**config.mk**
```make
export PLATFORM = sky130hd
export DESIGN_NAME = spi_reg_slave_top
export DESIGN_NICKNAME = d
export VERILOG_FILES = /design/src/source/spi_reg_pkg.sv /design/src/source/spi_byte_shifter.sv /design/src/source/spi_xfer_ctrl.sv /design/src/source/spi_reg_bank.sv /design/src/source/spi_reg_slave_top.sv
export SDC_FILE = /design/constraint.sdc
export NUM_CORES = 1
export LEC_CHECK = 0
export BUFFER_PORTS_ARGS = -buffer_cell sky130_fd_sc_hd__clkbuf_2
export CELL_PAD_IN_SITES_DETAIL_PLACEMENT = 0
export CELL_PAD_IN_SITES_GLOBAL_PLACEMENT = 2
export CORE_MARGIN = 8
export CORE_UTILIZATION = 38
export DETAILED_ROUTE_END_ITERATION = 8
export PLACE_DENSITY_LB_ADDON = 0.1
export SYNTH_ARGS = -nofsm -noshare
export SYNTH_HDL_FRONTEND = slang
export SYNTH_HIERARCHICAL = 1
export SYNTH_SLANG_ARGS = --single-unit
```
**constraint.sdc**
```tcl
create_clock -name sclk_r -period 2.45 [get_ports sclk_r]
set_input_delay 0.1225 -clock sclk_r [delete_from_list [all_inputs] [get_ports sclk_r]]
set_output_delay 0.1225 -clock sclk_r [all_outputs]
set_load 0.02 [all_outputs]
```
**src/source/spi_reg_pkg.sv**
```systemverilog
/*
 * spi register slave shared types
 * byte and address widths, the command byte layout,
 * the shifter-to-controller byte event and the
 * register bank write port
 */
package spi_reg_pkg;

  localparam int SPI_BYTE_W = 8;              // bits per spi transfer
  localparam int SPI_ADDR_W = SPI_BYTE_W - 1; // command byte minus wr flag

  // one byte on the wire
  typedef logic [SPI_BYTE_W-1:0] spi_byte_t;

  // modules use only the low REG_AW bits of this command field
  typedef logic [SPI_ADDR_W-1:0] spi_addr_t;

  // first byte of every transaction
  typedef struct packed {
    logic      wr;   // 1 = write burst, 0 = read burst
    spi_addr_t addr; // start register
  } spi_cmd_t;

  // completed master byte from shifter to controller
  typedef struct packed {
    logic      ready; // one sclk_r cycle after the 8th rising edge
    spi_byte_t data;  // valid at the falling edge inside ready
  } byte_evt_t;

  // register bank write port
  typedef struct packed {
    logic      en;   // write strobe, sampled on falling edge
    spi_addr_t addr; // target register
    spi_byte_t data; // value to store
  } reg_wr_t;

endpackage

```
**src/source/spi_byte_shifter.sv**
```systemverilog
/*
 * spi byte shifter
 * bit-serial engine clocked by sclk_r, reset by ss_r low.
 * miso driven msb first on rising edges, mosi sampled on
 * falling edges. ready pulses one cycle after the 8th rising
 * edge of each byte, slave data loaded at the next one.
 */
`timescale 1ns/1ns

module spi_byte_shifter import spi_reg_pkg::*; (
  input  logic      sclk_r,
  input  logic      ss_r,
  input  logic      mosi,
  output logic      miso,
  input  spi_byte_t sdat,
  output byte_evt_t evt
);

  logic [2:0] bit_cnt_q; // bit position within the byte
  logic       ready_q;   // carry out of bit_cnt_q
  logic       mosi_l;    // mosi sampled mid-bit
  logic [6:0] dshift_q;  // slave bits going out, master bits coming in

  // mosi is stable at the falling edge
  always_ff @(negedge sclk_r) begin
    mosi_l <= mosi;
  end

  // carry of the wrapping bit counter is ready
  always_ff @(posedge sclk_r or negedge ss_r) begin
    if (!ss_r) begin
      ready_q   <= 1'b0;
      bit_cnt_q <= 3'd0;
    end else begin
      {ready_q, bit_cnt_q} <= {1'b0, bit_cnt_q} + 4'd1;
    end
  end

  // first edge of a byte loads sdat, later edges shift
  always_ff @(posedge sclk_r) begin
    if (bit_cnt_q == 3'd0) begin
      miso     <= sdat[7];
      dshift_q <= sdat[6:0];
    end else begin
      miso     <= dshift_q[6];               // next slave bit
      dshift_q <= {dshift_q[5:0], mosi_l};   // previous master bit in
    end
  end

  // after edge 8 dshift_q has seven bits and the last is still on mosi
  assign evt.ready = ready_q;
  assign evt.data  = {dshift_q, mosi}; // valid at falling edge in ready cycle

endmodule

```
**src/source/spi_xfer_ctrl.sv**
```systemverilog
/*
 * spi transfer controller
 * first byte of a transaction is the command, wr flag and
 * start address. each later byte is a data byte at an
 * auto-incrementing address that wraps over the bank.
 * acts on the falling edge of sclk_r while ready is high.
 */
`timescale 1ns/1ns

module spi_xfer_ctrl import spi_reg_pkg::*; #(
  parameter int REG_AW = 3 // register address width
) (
  input  logic      sclk_r,
  input  logic      ss_r,
  input  byte_evt_t evt,
  output reg_wr_t   wr,
  output spi_addr_t rd_addr,
  input  spi_byte_t rd_data,
  output spi_byte_t sdat
);

  // status register sits at the top of the bank
  localparam logic [REG_AW-1:0] STATUS_ADDR = '1;

  typedef enum logic [1:0] {
    cmd_wait, // next byte is a command
    data_rd,  // read burst in progress
    data_wr   // write burst in progress
  } ctrl_state_t;

  ctrl_state_t       state_q;
  logic [REG_AW-1:0] addr_q;  // current register
  spi_cmd_t          cmd;     // master byte seen as a command

  assign cmd = spi_cmd_t'(evt.data);

  // state and address advance only on a completed byte
  always_ff @(negedge sclk_r or negedge ss_r) begin
    if (!ss_r) begin
      state_q <= cmd_wait;
      addr_q  <= STATUS_ADDR; // status goes out during the command
    end else if (evt.ready) begin
      case (state_q)
        cmd_wait: begin
          addr_q <= cmd.addr[REG_AW-1:0]; // drop unused high bits
          if (cmd.wr) begin
            state_q <= data_wr;
          end else begin
            state_q <= data_rd;
          end
        end
        data_rd, data_wr: begin
          addr_q <= addr_q + 1'b1; // wraps modulo 2**REG_AW
        end
        default: begin
          state_q <= cmd_wait;
        end
      endcase
    end
  end

  assign rd_addr = spi_addr_t'(addr_q); // zero extended

  // write strobe lands on the same falling edge as ready
  assign wr.en   = evt.ready && (state_q == data_wr);
  assign wr.addr = rd_addr;
  assign wr.data = evt.data;

  // shifter loads this at the first edge of the next byte
  assign sdat = rd_data;

endmodule

```
**src/source/spi_reg_bank.sv**
```systemverilog
/*
 * spi register bank
 * 2**REG_AW byte registers written on the falling edge of
 * sclk_r. the top address is the read-only status register
 * and always reflects status_in. reads are combinational.
 */
`timescale 1ns/1ns

module spi_reg_bank import spi_reg_pkg::*; #(
  parameter int REG_AW = 3 // register address width
) (
  input  logic                       sclk_r,
  input  reg_wr_t                    wr,
  input  spi_addr_t                  rd_addr,
  output spi_byte_t                  rd_data,
  input  spi_byte_t                  status_in,
  output spi_byte_t [2**REG_AW-1:0]  ctrl_q
);

  localparam int                NREG        = 2**REG_AW;
  localparam logic [REG_AW-1:0] STATUS_ADDR = '1;

  spi_byte_t         regs_q [NREG-1]; // writable registers only
  logic [REG_AW-1:0] wr_idx;
  logic [REG_AW-1:0] rd_idx;

  assign wr_idx = wr.addr[REG_AW-1:0];
  assign rd_idx = rd_addr[REG_AW-1:0];

  // writes land on the falling edge inside ready
  always_ff @(negedge sclk_r) begin
    if (wr.en && (wr_idx != STATUS_ADDR)) begin
      regs_q[wr_idx] <= wr.data; // status writes dropped
    end
  end

  always_comb begin
    if (rd_idx == STATUS_ADDR) begin
      rd_data = status_in;
    end else begin
      rd_data = regs_q[rd_idx];
    end
  end

  // register vector with status in the top slot
  always_comb begin
    for (int i = 0; i < NREG - 1; i++) begin
      ctrl_q[i] = regs_q[i];
    end
    ctrl_q[NREG-1] = status_in;
  end

endmodule

```
**src/source/spi_reg_slave_top.sv**
```systemverilog
/*
 * spi register slave
 * byte shifter, transfer controller and register bank.
 * sclk_r and ss_r arrive with polarity already corrected,
 * ss_r low holds the whole slave in reset between transactions.
 */
`timescale 1ns/1ns

module spi_reg_slave_top import spi_reg_pkg::*; #(
  parameter int REG_AW = 3 // 8 registers by default
) (
  input  logic                      sclk_r,
  input  logic                      ss_r,
  input  logic                      mosi,
  input  spi_byte_t                 status_in,
  output logic                      miso,
  output spi_byte_t [2**REG_AW-1:0] ctrl_q
);

  byte_evt_t evt;     // completed master byte
  reg_wr_t   wr;      // bank write port
  spi_addr_t rd_addr; // current register
  spi_byte_t rd_data; // its contents
  spi_byte_t sdat;    // next byte out on miso

  spi_byte_shifter shifter_i (
    .sclk_r (sclk_r),
    .ss_r   (ss_r),
    .mosi   (mosi),
    .miso   (miso),
    .sdat   (sdat),
    .evt    (evt)
  );

  spi_xfer_ctrl #(
    .REG_AW (REG_AW)
  ) ctrl_i (
    .sclk_r  (sclk_r),
    .ss_r    (ss_r),
    .evt     (evt),
    .wr      (wr),
    .rd_addr (rd_addr),
    .rd_data (rd_data),
    .sdat    (sdat)
  );

  spi_reg_bank #(
    .REG_AW (REG_AW)
  ) bank_i (
    .sclk_r    (sclk_r),
    .wr        (wr),
    .rd_addr   (rd_addr),
    .rd_data   (rd_data),
    .status_in (status_in),
    .ctrl_q    (ctrl_q)
  );

endmodule

```
# Word level (Yosys, flattened, before mapping)
# Memories as Yosys holds them, arrays and structs flattened.
# Index checks and enable logic that the tools add are counted.
# totals
mem_bits_rw	56
elab_cells	31
in_bits	11
mem_count	1
register_bits	18
out_inout_bits	65
# op_classes
n_reduce_logical	8
eq_ne	4
bitwise	1
n_mux	8
n_addsub	2
# memory_table
memory	depth	word_bits	read_ports	rd_clocked_by_memory_dff	write_ports	line_no	rtl
bank_i.regs_q	7	8	8	0	1	spi_reg_bank.sv:23	spi_byte_t regs_q [NREG-1];
# ops
operator	n
$mux 8	1
$mux 7	1
$pmux 3 s2	1
$add 3x1->4 const B	1
$pmux 2 s2	1
$reduce_and 2->1	2
$add 3x1->3 const B	1
$eq 3x3->1 const B	1
$logic_not 3->1	1
$mux 1	3
$ne 3x3->1 const B	1
$eq 2x1->1 const B	1
$eq 2x2->1 const B	1
$logic_and 1x1->1	2
$logic_not 2->1	1
$mux 2	1
$reduce_bool 2->1	1
$reduce_or 2->1	1
$not 1->1	1

# Depth between registers and ports, before layout
# Gate-level depths: netlist of the first run.
# depth
ltp_word	5
mapped_depth	6

# Hierarchy
# Netlist of the first run, hierarchy kept.
# modules_own_cells
mod	cells_each	seq_area_each_um2	n_inst	area_each_um2
spi_reg_bank	106	1681.6	1	2351.0
spi_xfer_ctrl	62	128.9	1	538.0
spi_byte_shifter	32	280.3	1	484.2

==> flow_summary.yaml, run 1 <==
timing:
  fin_skew_ns: 0.0740
  tightest_slew_ns: 0.427
  final_max_slew_viol_count: 0
  setup_viol: 14
  rsz0062_at_grt: "true"
  worst_slack_ns: -0.720
  slew_headroom: 0.715
  whs_ns: 0.163
  hold_violations: 0
min_path:
  hold_path_class: "in -> async"
grt:
  grt_usage: 0.145
  antenna_found_initial: 0
  grt_pass1_vias: 2364
  grt_max_degree: 16
  grt_pass1_wl_um: 12800
  overflow: 0
synth:
  syn-cell-area_mm2: 0.00331
  yosys_warnings: 6
  syn_area_per_cell_um2: 17.3
  netlist_instances: 191
  syn_nets: 208
detailed_routing:
  drtIter0Drc: 56
  wl_per_cell_um: 17.2
  first_pass_iters: 4
  viasPerCell: 4.57
  wl_um: 8540
  antenna_left: 0
  drc: 0
  num_vias: 2278
die:
  die_w_um: 109
  rows: 34
  chipHeight_um: 109
  dieArea_mm2: 0.0120
  start_util: 0.385
  boundaryPins: 76
  coreArea_mm2: 0.00859
placement:
  routabilityCongestion: 0.753
  hpwl_um: 5780
  port_buffers: 75
  post-place-cells: 423
layout:
  layoutNonFillerInstCount: 498
  syn_to_final_growth_pct: 56.5
  antenna_cells: 0
  drive_above_1_share: 0.577
  fillers: 705
  multi_input_area_um2: 947
  final-seq-area_mm2: 0.00209
  final_nets: 402
cts:
  cts_root_buffer: "clkbuf_8"
  clkSlewWorstSetupHoldPaths_ns: 0.09
  cts_tree: "yes"
  cts_inserted_buffers: 9
  numClockSinks: 74
  h-tree-depth: 3
  clk_latency_ns: 0.41
  cts.path.max_buffers: 2
flow_run:
  drv_cap: 0
run_status:
  status: "finished with violations"
  violations: "setup timing"
setup_path:
  end_kind: "register"
  start_kind: "register"
  required_ns: 2.70
  r2r_cells: 4
  crit_fanout: 7
  crit_type: "reg -> reg"
  arrival_ns: 3.42
pwr:
  ir_drop_uv: 420
  p_per_area_mw_per_mm2: 958
  power_leakage_nw: 2.41
## cell type report
type / count / area share
tap: 108 / 0.0261
sequential: 74 / 0.404
timing repair buffer: 162 / 0.298
clock inverter: 66 / 0.0565
multi-input combinational: 72 / 0.183
clock buffer: 10 / 0.0288
inverter: 6 / 0.00435
## power by group
| part | switching (mW) | total, mW | internal (mW) |
|---|---|---|---|
| Combinational | 0.633 | 1.64 | 1.00 |
| Sequential | 0.255 | 1.93 | 1.67 |
| Clock | 0.806 | 1.40 | 0.593 |
## routing by layer
layer	up-vias	track usage	share of wire
met5	-	0	0
met4	0	0.0743	0.011
met3	7	0.0293	0.056
met2	70	0.225	0.49
met1	1126	0.190	0.44
li1	1075	-	-
## final timing paths
kind | startpoint | end | slack [ns]
max in group asynchronous | ss_r | ctrl_i/addr_q[1] | 0.82
min in group sclk_r | status_in[3] | shifter_i/dshift_q[3] | 0.35
setup / recovery | ctrl_i/addr_q[0] | shifter_i/dshift_q[1] | -0.72
hold / removal | ss_r | shifter_i/bit_cnt_q[1] | 0.16
setup reg to reg | ctrl_i/addr_q[0] | shifter_i/dshift_q[1] | -0.72
hold reg to reg | shifter_i/bit_cnt_q[0] | shifter_i/bit_cnt_q[0] | 0.47
## critical path, cell delays in order (launching register included)
cell,delay [ns]
dfstp_2,0.62
buf_12,0.16
mux4_2,0.49
mux2_4,0.28
mux2_4,0.25
## stage by stage
stage          TNS (ns)  total power [mW]  area (um2)  setup slack (ns)  utilization
6_report          -5.72              4.96        5180            -0.720        0.603
3_5_place_dp      -6.18              3.58        4300            -0.745        0.501
3_3_place_gp      -5.87              3.54        4300            -0.699        0.501
4_1_cts           -6.06              4.90        4840            -0.728        0.563
5_1_grt           -7.25              5.30        5180            -0.764        0.603
2_1_floorplan     -7.43              3.35        3400            -0.821            -
## flip-flops by register name, indices dropped and copies added (netlist names)
signal and cells:
bank_i/regs_q 56, ctrl_i/state_q 2, shifter_i/miso 1, ctrl_i/addr_q 3, shifter_i/mosi_l 1, shifter_i/bit_cnt_q 3
shifter_i/ready_q 1, shifter_i/dshift_q 7
## cell usage in the layout (no fill, tap or decap), types with 4 or more instances in the layout
cell / n
dfxtp_1: 9
inv_1: 66
mux4_2: 16
buf_6: 68
buf_12: 5
buf_8: 10
nand2_1: 6
mux2_4: 15
nor2_4: 5
ha_1: 6
buf_4: 50
clkbuf_2: 28
clkbuf_8: 9
edfxtp_1: 56
dfrtp_1: 4
## repair_timing
item	4_1_cts	5_1_grt
pin swaps	1	2
endpoints found under the hold margin	4	0
hold buffers	1	0
endpoints found under the setup margin	31	82
setup buffers	8	29
gates resized for setup	35	145
(Power assumes the default switching activity.)
==> run 2, diff against run 1 <==
--- a/config.mk
+++ b/config.mk
@@ -16,3 +16,4 @@
 export SYNTH_HDL_FRONTEND = slang
 export SYNTH_HIERARCHICAL = 1
 export SYNTH_SLANG_ARGS = --single-unit
+export TNS_END_PERCENT = 1
==> flow_summary.yaml, run 2 (same netlist as run 1, synthesis figures left out) <==
die:
  die_w_um: 109
  dieArea_mm2: 0.0120
  start_util: 0.385
  chipHeight_um: 109
  coreArea_mm2: 0.00859
  boundaryPins: 76
  rows: 34
layout:
  antenna_cells: 0
  largest_reg_flops: 56
  fillers: 745
  reg.largest.list: "bank_i/regs_q x56, shifter_i/dshift_q x7"
  final_cell_mix: "66 x inv_1, 60 x buf_4, 56 x edfxtp_1"
  syn_to_final_growth_pct: 48.4
  drive_above_1_share: 0.573
  fin_area_mm2: 0.00491
  fin_util: 0.571
  regMostFlops: "bank_i/regs_q"
  layout_commonest_cell: "inv_1"
  final_nets: 399
setup_path:
  start_kind: "register"
  crit_fanout: 10
  arrival_ns: 3.38
  end_kind: "register"
  crit_type: "reg -> reg"
  required_ns: 2.70
grt:
  grt_pass1_vias: 2270
  antenna_found_initial: 0
  grt_pass1_wl_um: 12000
  grt_max_degree: 18
  overflow: 0
  grt_usage: 0.135
timing:
  tightest_slew_ns: 0.443
  hold_violations: 0
  worst_slack_ns: -0.676
  timing.setup.tns_ns: -6.03
  whs_ns: 0.146
  slew_headroom: 0.704
  final_max_slew_viol_count: 0
  fin_skew_ns: 0.0699
  rsz0062_at_grt: "true"
  setup_viol: 17
detailed_routing:
  wl_per_cell_um: 16.1
  viasPerCell: 4.46
  first_pass_iters: 4
  drc: 0
  drtIter0Drc: 96
  wl_um: 7950
  num_vias: 2201
  antenna_left: 0
cts:
  cts_root_buffer: "clkbuf_8"
  clk_latency_ns: 0.41
  cts_inserted_buffers: 9
  numClockSinks: 74
  h-tree-depth: 3
  clkSlewWorstSetupHoldPaths_ns: 0.09
  cts.path.max_buffers: 2
  cts_tree: "yes"
pwr:
  ir_drop_uv: 422
  power_leakage_nw: 2.32
  total_power_mw: 4.70
  p_per_area_mw_per_mm2: 957
placement:
  port_buffers: 75
  placed_area_mm2: 0.00421
  routabilityCongestion: 0.707
  hpwl_um: 5510
run_status:
  violations: "setup timing"
  status: "finished with violations"
min_path:
  hold_path_class: "in -> async"
flow_run:
  drv_cap: 0
run 2: changes by cell type in the layout (fill, tap and decap cells not counted), sizes merged:
cell / change
buf: -19
clkinv: -1
clkbuf: +15
inv: +1
run 2: worst paths after layout:
check | start | to | slack [ns] | cells past startpoint
max | ctrl_i/addr_q[0] | shifter_i/dshift_q[5] | -0.68 | 4
max in group asynchronous | ss_r | ctrl_i/addr_q[2] | 0.83 | 2
min | ss_r | shifter_i/bit_cnt_q[2] | 0.15 | 2
min reg2reg | shifter_i/bit_cnt_q[0] | shifter_i/bit_cnt_q[0] | 0.46 | 1
min in group sclk_r | status_in[3] | shifter_i/dshift_q[3] | 0.36 | 4
max reg2reg | ctrl_i/addr_q[0] | shifter_i/dshift_q[5] | -0.68 | 4
run 2: cell type report:
cell class,count,area [um2],share of cell area
flip-flops and latches,74,2090,0.426
repair buffers,159,1330,0.271
multi-input cells,72,931,0.190
clock inverters,66,275,0.0561
well taps,108,135,0.0275
clock buffers,9,124,0.0252
inverters,6,22.5,0.00459
run 2: where the power goes:
group          total [mW]  leakage (nW)  switching (mW)  internal [mW]
clock                1.27         0.414           0.765          0.509
sequential           1.90         0.688           0.224           1.67
combinational        1.53          1.22           0.592          0.938
total                4.70          2.32            1.58           3.12
run 2: stage by stage:
step | setup WS, ns | cells
2_1_floorplan | -0.821 | 191
3_3_place_gp | -0.669 | 420
3_5_place_dp | -0.693 | 420
4_1_cts | -0.710 | 494
5_1_grt | -0.727 | 494
6_report | -0.676 | 494
run 2: metal layers:
| metal | vias up | part of all wire | GRT usage | wire length, um |
|---|---|---|---|---|
| met3 | 12 | 0.073 | 0.0328 | 581 |
| li1 | 1059 | - | - | - |
| met4 | 0 | 0.016 | 0.0608 | 127 |
| met5 | - | 0 | 0 | 0 |
| met1 | 1049 | 0.45 | 0.175 | 3580 |
| met2 | 81 | 0.46 | 0.209 | 3670 |
run 2: what timing repair did:
| item | CTS | global route |
|---|---|---|
| pin swaps | 1 | 1 |
| setup endpoints to repair | 66 | 98 |
| resized for setup | 21 | 80 |
| buffers inserted | 1 | 0 |
| hold endpoints to repair | 4 | 0 |
| hold buffers | 1 | 0 |
run 2: critical path, cell delays in order (launching register included):
cell,delay [ns]
dfstp_2,0.57
buf_12,0.16
mux4_2,0.50
mux2_4,0.28
mux2_4,0.25
==> run 3, diff against run 2 <==
--- a/config.mk
+++ b/config.mk
@@ -9,11 +9,11 @@
 export CELL_PAD_IN_SITES_DETAIL_PLACEMENT = 0
 export CELL_PAD_IN_SITES_GLOBAL_PLACEMENT = 2
 export CORE_MARGIN = 8
-export CORE_UTILIZATION = 38
+export CORE_UTILIZATION = 37
 export DETAILED_ROUTE_END_ITERATION = 8
 export PLACE_DENSITY_LB_ADDON = 0.1
+export RECOVER_POWER = 50
 export SYNTH_ARGS = -nofsm -noshare
 export SYNTH_HDL_FRONTEND = slang
-export SYNTH_HIERARCHICAL = 1
 export SYNTH_SLANG_ARGS = --single-unit
 export TNS_END_PERCENT = 1
==> constraint.sdc (replaced) <==
create_clock -name sclk_r -period 2.45 [get_ports sclk_r]
set_input_delay 0.1225 -clock sclk_r [delete_from_list [all_inputs] [get_ports sclk_r]]
set_output_delay 0.1225 -clock sclk_r [all_outputs]
set_load 0.1 [all_outputs]
==> flow_summary.yaml, run 3 <==
grt:
  grt_max_degree: 17
  grt_pass1_vias: 3002
  antenna_found_initial: 0
  grt_pass1_wl_um: 16600
  grt_usage: 0.172
  overflow: 0
setup_path:
  crit_end: "shifter_i.dshift_q[1]"
  r2r_start: "ctrl_i.addr_q[1]"
  arrival_ns: 3.12
  start_kind: "register"
  r2r_cells: 5
  required_ns: 2.71
  r2r_end: "shifter_i.dshift_q[1]"
  end_kind: "register"
  cp-startpoint: "ctrl_i.addr_q[1]"
  crit_fanout: 5
  reg2reg_slack_ns: -0.41
  crit_type: "reg -> reg"
layout:
  largest_reg_flops: 64
  drive_above_1_share: 0.402
  antenna_cells: 0
  layout_commonest_cell: "inv_1"
  syn_to_final_growth_pct: 71.3
  final_nets: 466
  final_cell_mix: "75 x inv_1, 64 x edfxtp_1, 58 x buf_12"
  regMostFlops: "bank_i.regs_q"
  reg.largest.list: "bank_i.regs_q x64, shifter_i.dshift_q x7"
  fin_util: 0.648
placement:
  port_buffers: 75
  hpwl_um: 7750
  place_ws_ns: -0.388
  routabilityCongestion: 0.777
cts:
  clkSlewWorstSetupHoldPaths_ns: 0.10
  cts.path.max_buffers: 2
  cts_inserted_buffers: 9
  cts_tree: "yes"
  numClockSinks: 82
  h-tree-depth: 3
  clk_latency_ns: 0.42
  cts_root_buffer: "clkbuf_8"
synth:
  syn_area_per_cell_um2: 14.8
  ys_seq_elements: 82
  ys_top_cells_by_count: "64 x edfxtp_1, 13 x mux2i_1, 13 x nor2_1"
  yosysMostFrequentCell: "edfxtp_1"
  synthDistinctLibCells: 48
  syn-cell-area_mm2: 0.00346
  synth_area_leaders: "edfxtp_1 55%, dfxtp_1 5.2%, mux2i_1 3.8%"
  yosysSeqAreaShare: 0.673
  yosysTopAreaCell: "edfxtp_1"
  synth_edf_count: 64
  netlist_instances: 234
  async_flop_share: 0.110
  yosys_warnings: 0
  syn_nets: 252
  yosys.area.top_type_share: 0.555
  synth-main-ff-cell: "edfxtp_1"
die:
  dieArea_mm2: 0.0127
  start_util: 0.378
  boundaryPins: 76
  rows: 35
  die_w_um: 113
  chipHeight_um: 113
  coreArea_mm2: 0.00915
detailed_routing:
  viasPerCell: 4.91
  wl_um: 10600
  num_vias: 2768
  drc: 0
  drtIter0Drc: 201
  antenna_left: 0
  first_pass_iters: 4
  wl_per_cell_um: 18.9
timing:
  fin_skew_ns: 0.0811
  rsz0062_at_grt: "true"
  slew_headroom: 0.219
  worst_slack_ns: -0.409
  hold_violations: 0
  setup_viol: 70
  final_max_slew_viol_count: 0
  tightest_slew_ns: 1.18
run_status:
  status: "finished with violations"
  violations: "setup timing"
pwr:
  total_power_mw: 5.96
  ir_drop_uv: 479
  p_per_area_mw_per_mm2: 1010
  power_leakage_nw: 2.65
min_path:
  min_path_cells: 3
  hold_path_class: "in -> reg"
flow_run:
  drv_cap: 0
-- run 3: changes by cell type in the layout (fill, tap and decap cells not counted), moves of 8 or more --
cell and change:
buf_12 +53, buf_4 -21, buf_6 -14, clkbuf_1 +13, clkbuf_2 -36, edfxtp_1 +8, inv_1 +9, mux2_4 -11
mux2i_1 +11, mux4_2 -15, nand3b_1 +8, nor2_1 +9
-- run 3: power breakdown --
part / switching [mW] / internal [mW]
combinational: 1.34 / 1.07
clock: 0.896 / 0.555
sequential: 0.255 / 1.85
-- run 3: timing repair --
action / in CTS / in global routing
setup endpoints to repair: 100 / 102
hold buffers: 1 / 0
pin swaps: 3 / 5
endpoints found under the hold margin: 4 / 0
resized for setup: 34 / 15
setup buffers: 0 / 1
-- run 3: cell type report --
class	count	area [um2]
Clock buffer	9	124
Clock inverter	75	333
Fill cell	700	3220
Inverter	7	26.3
Multi-Input combinational cell	126	1030
Sequential cell	82	2330
Tap cell	111	139
Timing Repair Buffer	154	1950
-- run 3: worst min-delay path by stage --
stage	startpoint	to
2_1_floorplan	ss_r	shifter_i.bit_cnt_q[0]
3_3_place_gp	ss_r	shifter_i.ready_q
3_5_place_dp	ss_r	shifter_i.ready_q
4_1_cts	status_in[4]	shifter_i.dshift_q[4]
5_1_grt	status_in[7]	shifter_i.miso
6_report	status_in[7]	shifter_i.miso
-- run 3: cells by family after synthesis --
group	count (synthesis)	synth area share
xor+xnor	1	0.00253
simple gates	58	0.0939
buf+inv	26	0.0524
fa+ha+maj	7	0.0253
compound gates	38	0.0784
mux	22	0.0744
flops	82	0.673
-- run 3: critical path, cell delays in order, from the launching register on --
cell,delay (ns)
dfstp_2,0.56
buf_12,0.12
mux2_4,0.29
a221oi_2,0.24
nor2_1,0.08
o221a_1,0.21
-- run 3: per-stage QoR --
stage | hold slack (ns) | area [um2] | instances | setup TNS (ns)
3_3_place_gp | 0.00445 | 5300 | 479 | -10.70
6_report | 0.119 | 5930 | 564 | -8.64
4_1_cts | 0.104 | 5890 | 563 | -9.91
5_1_grt | 0.120 | 5930 | 564 | -15.79
3_5_place_dp | 0.00221 | 5300 | 479 | -10.0
2_1_floorplan | -0.173 | 3490 | 234 | -10.55
-- run 3: metal layers --
layer  track usage  part of all wire  vias up
met5             0                 0        -
met4        0.0665             0.010        0
met3        0.0543             0.064        7
met2         0.273              0.50      102
met1         0.216              0.43     1341
li1              -                 -     1318
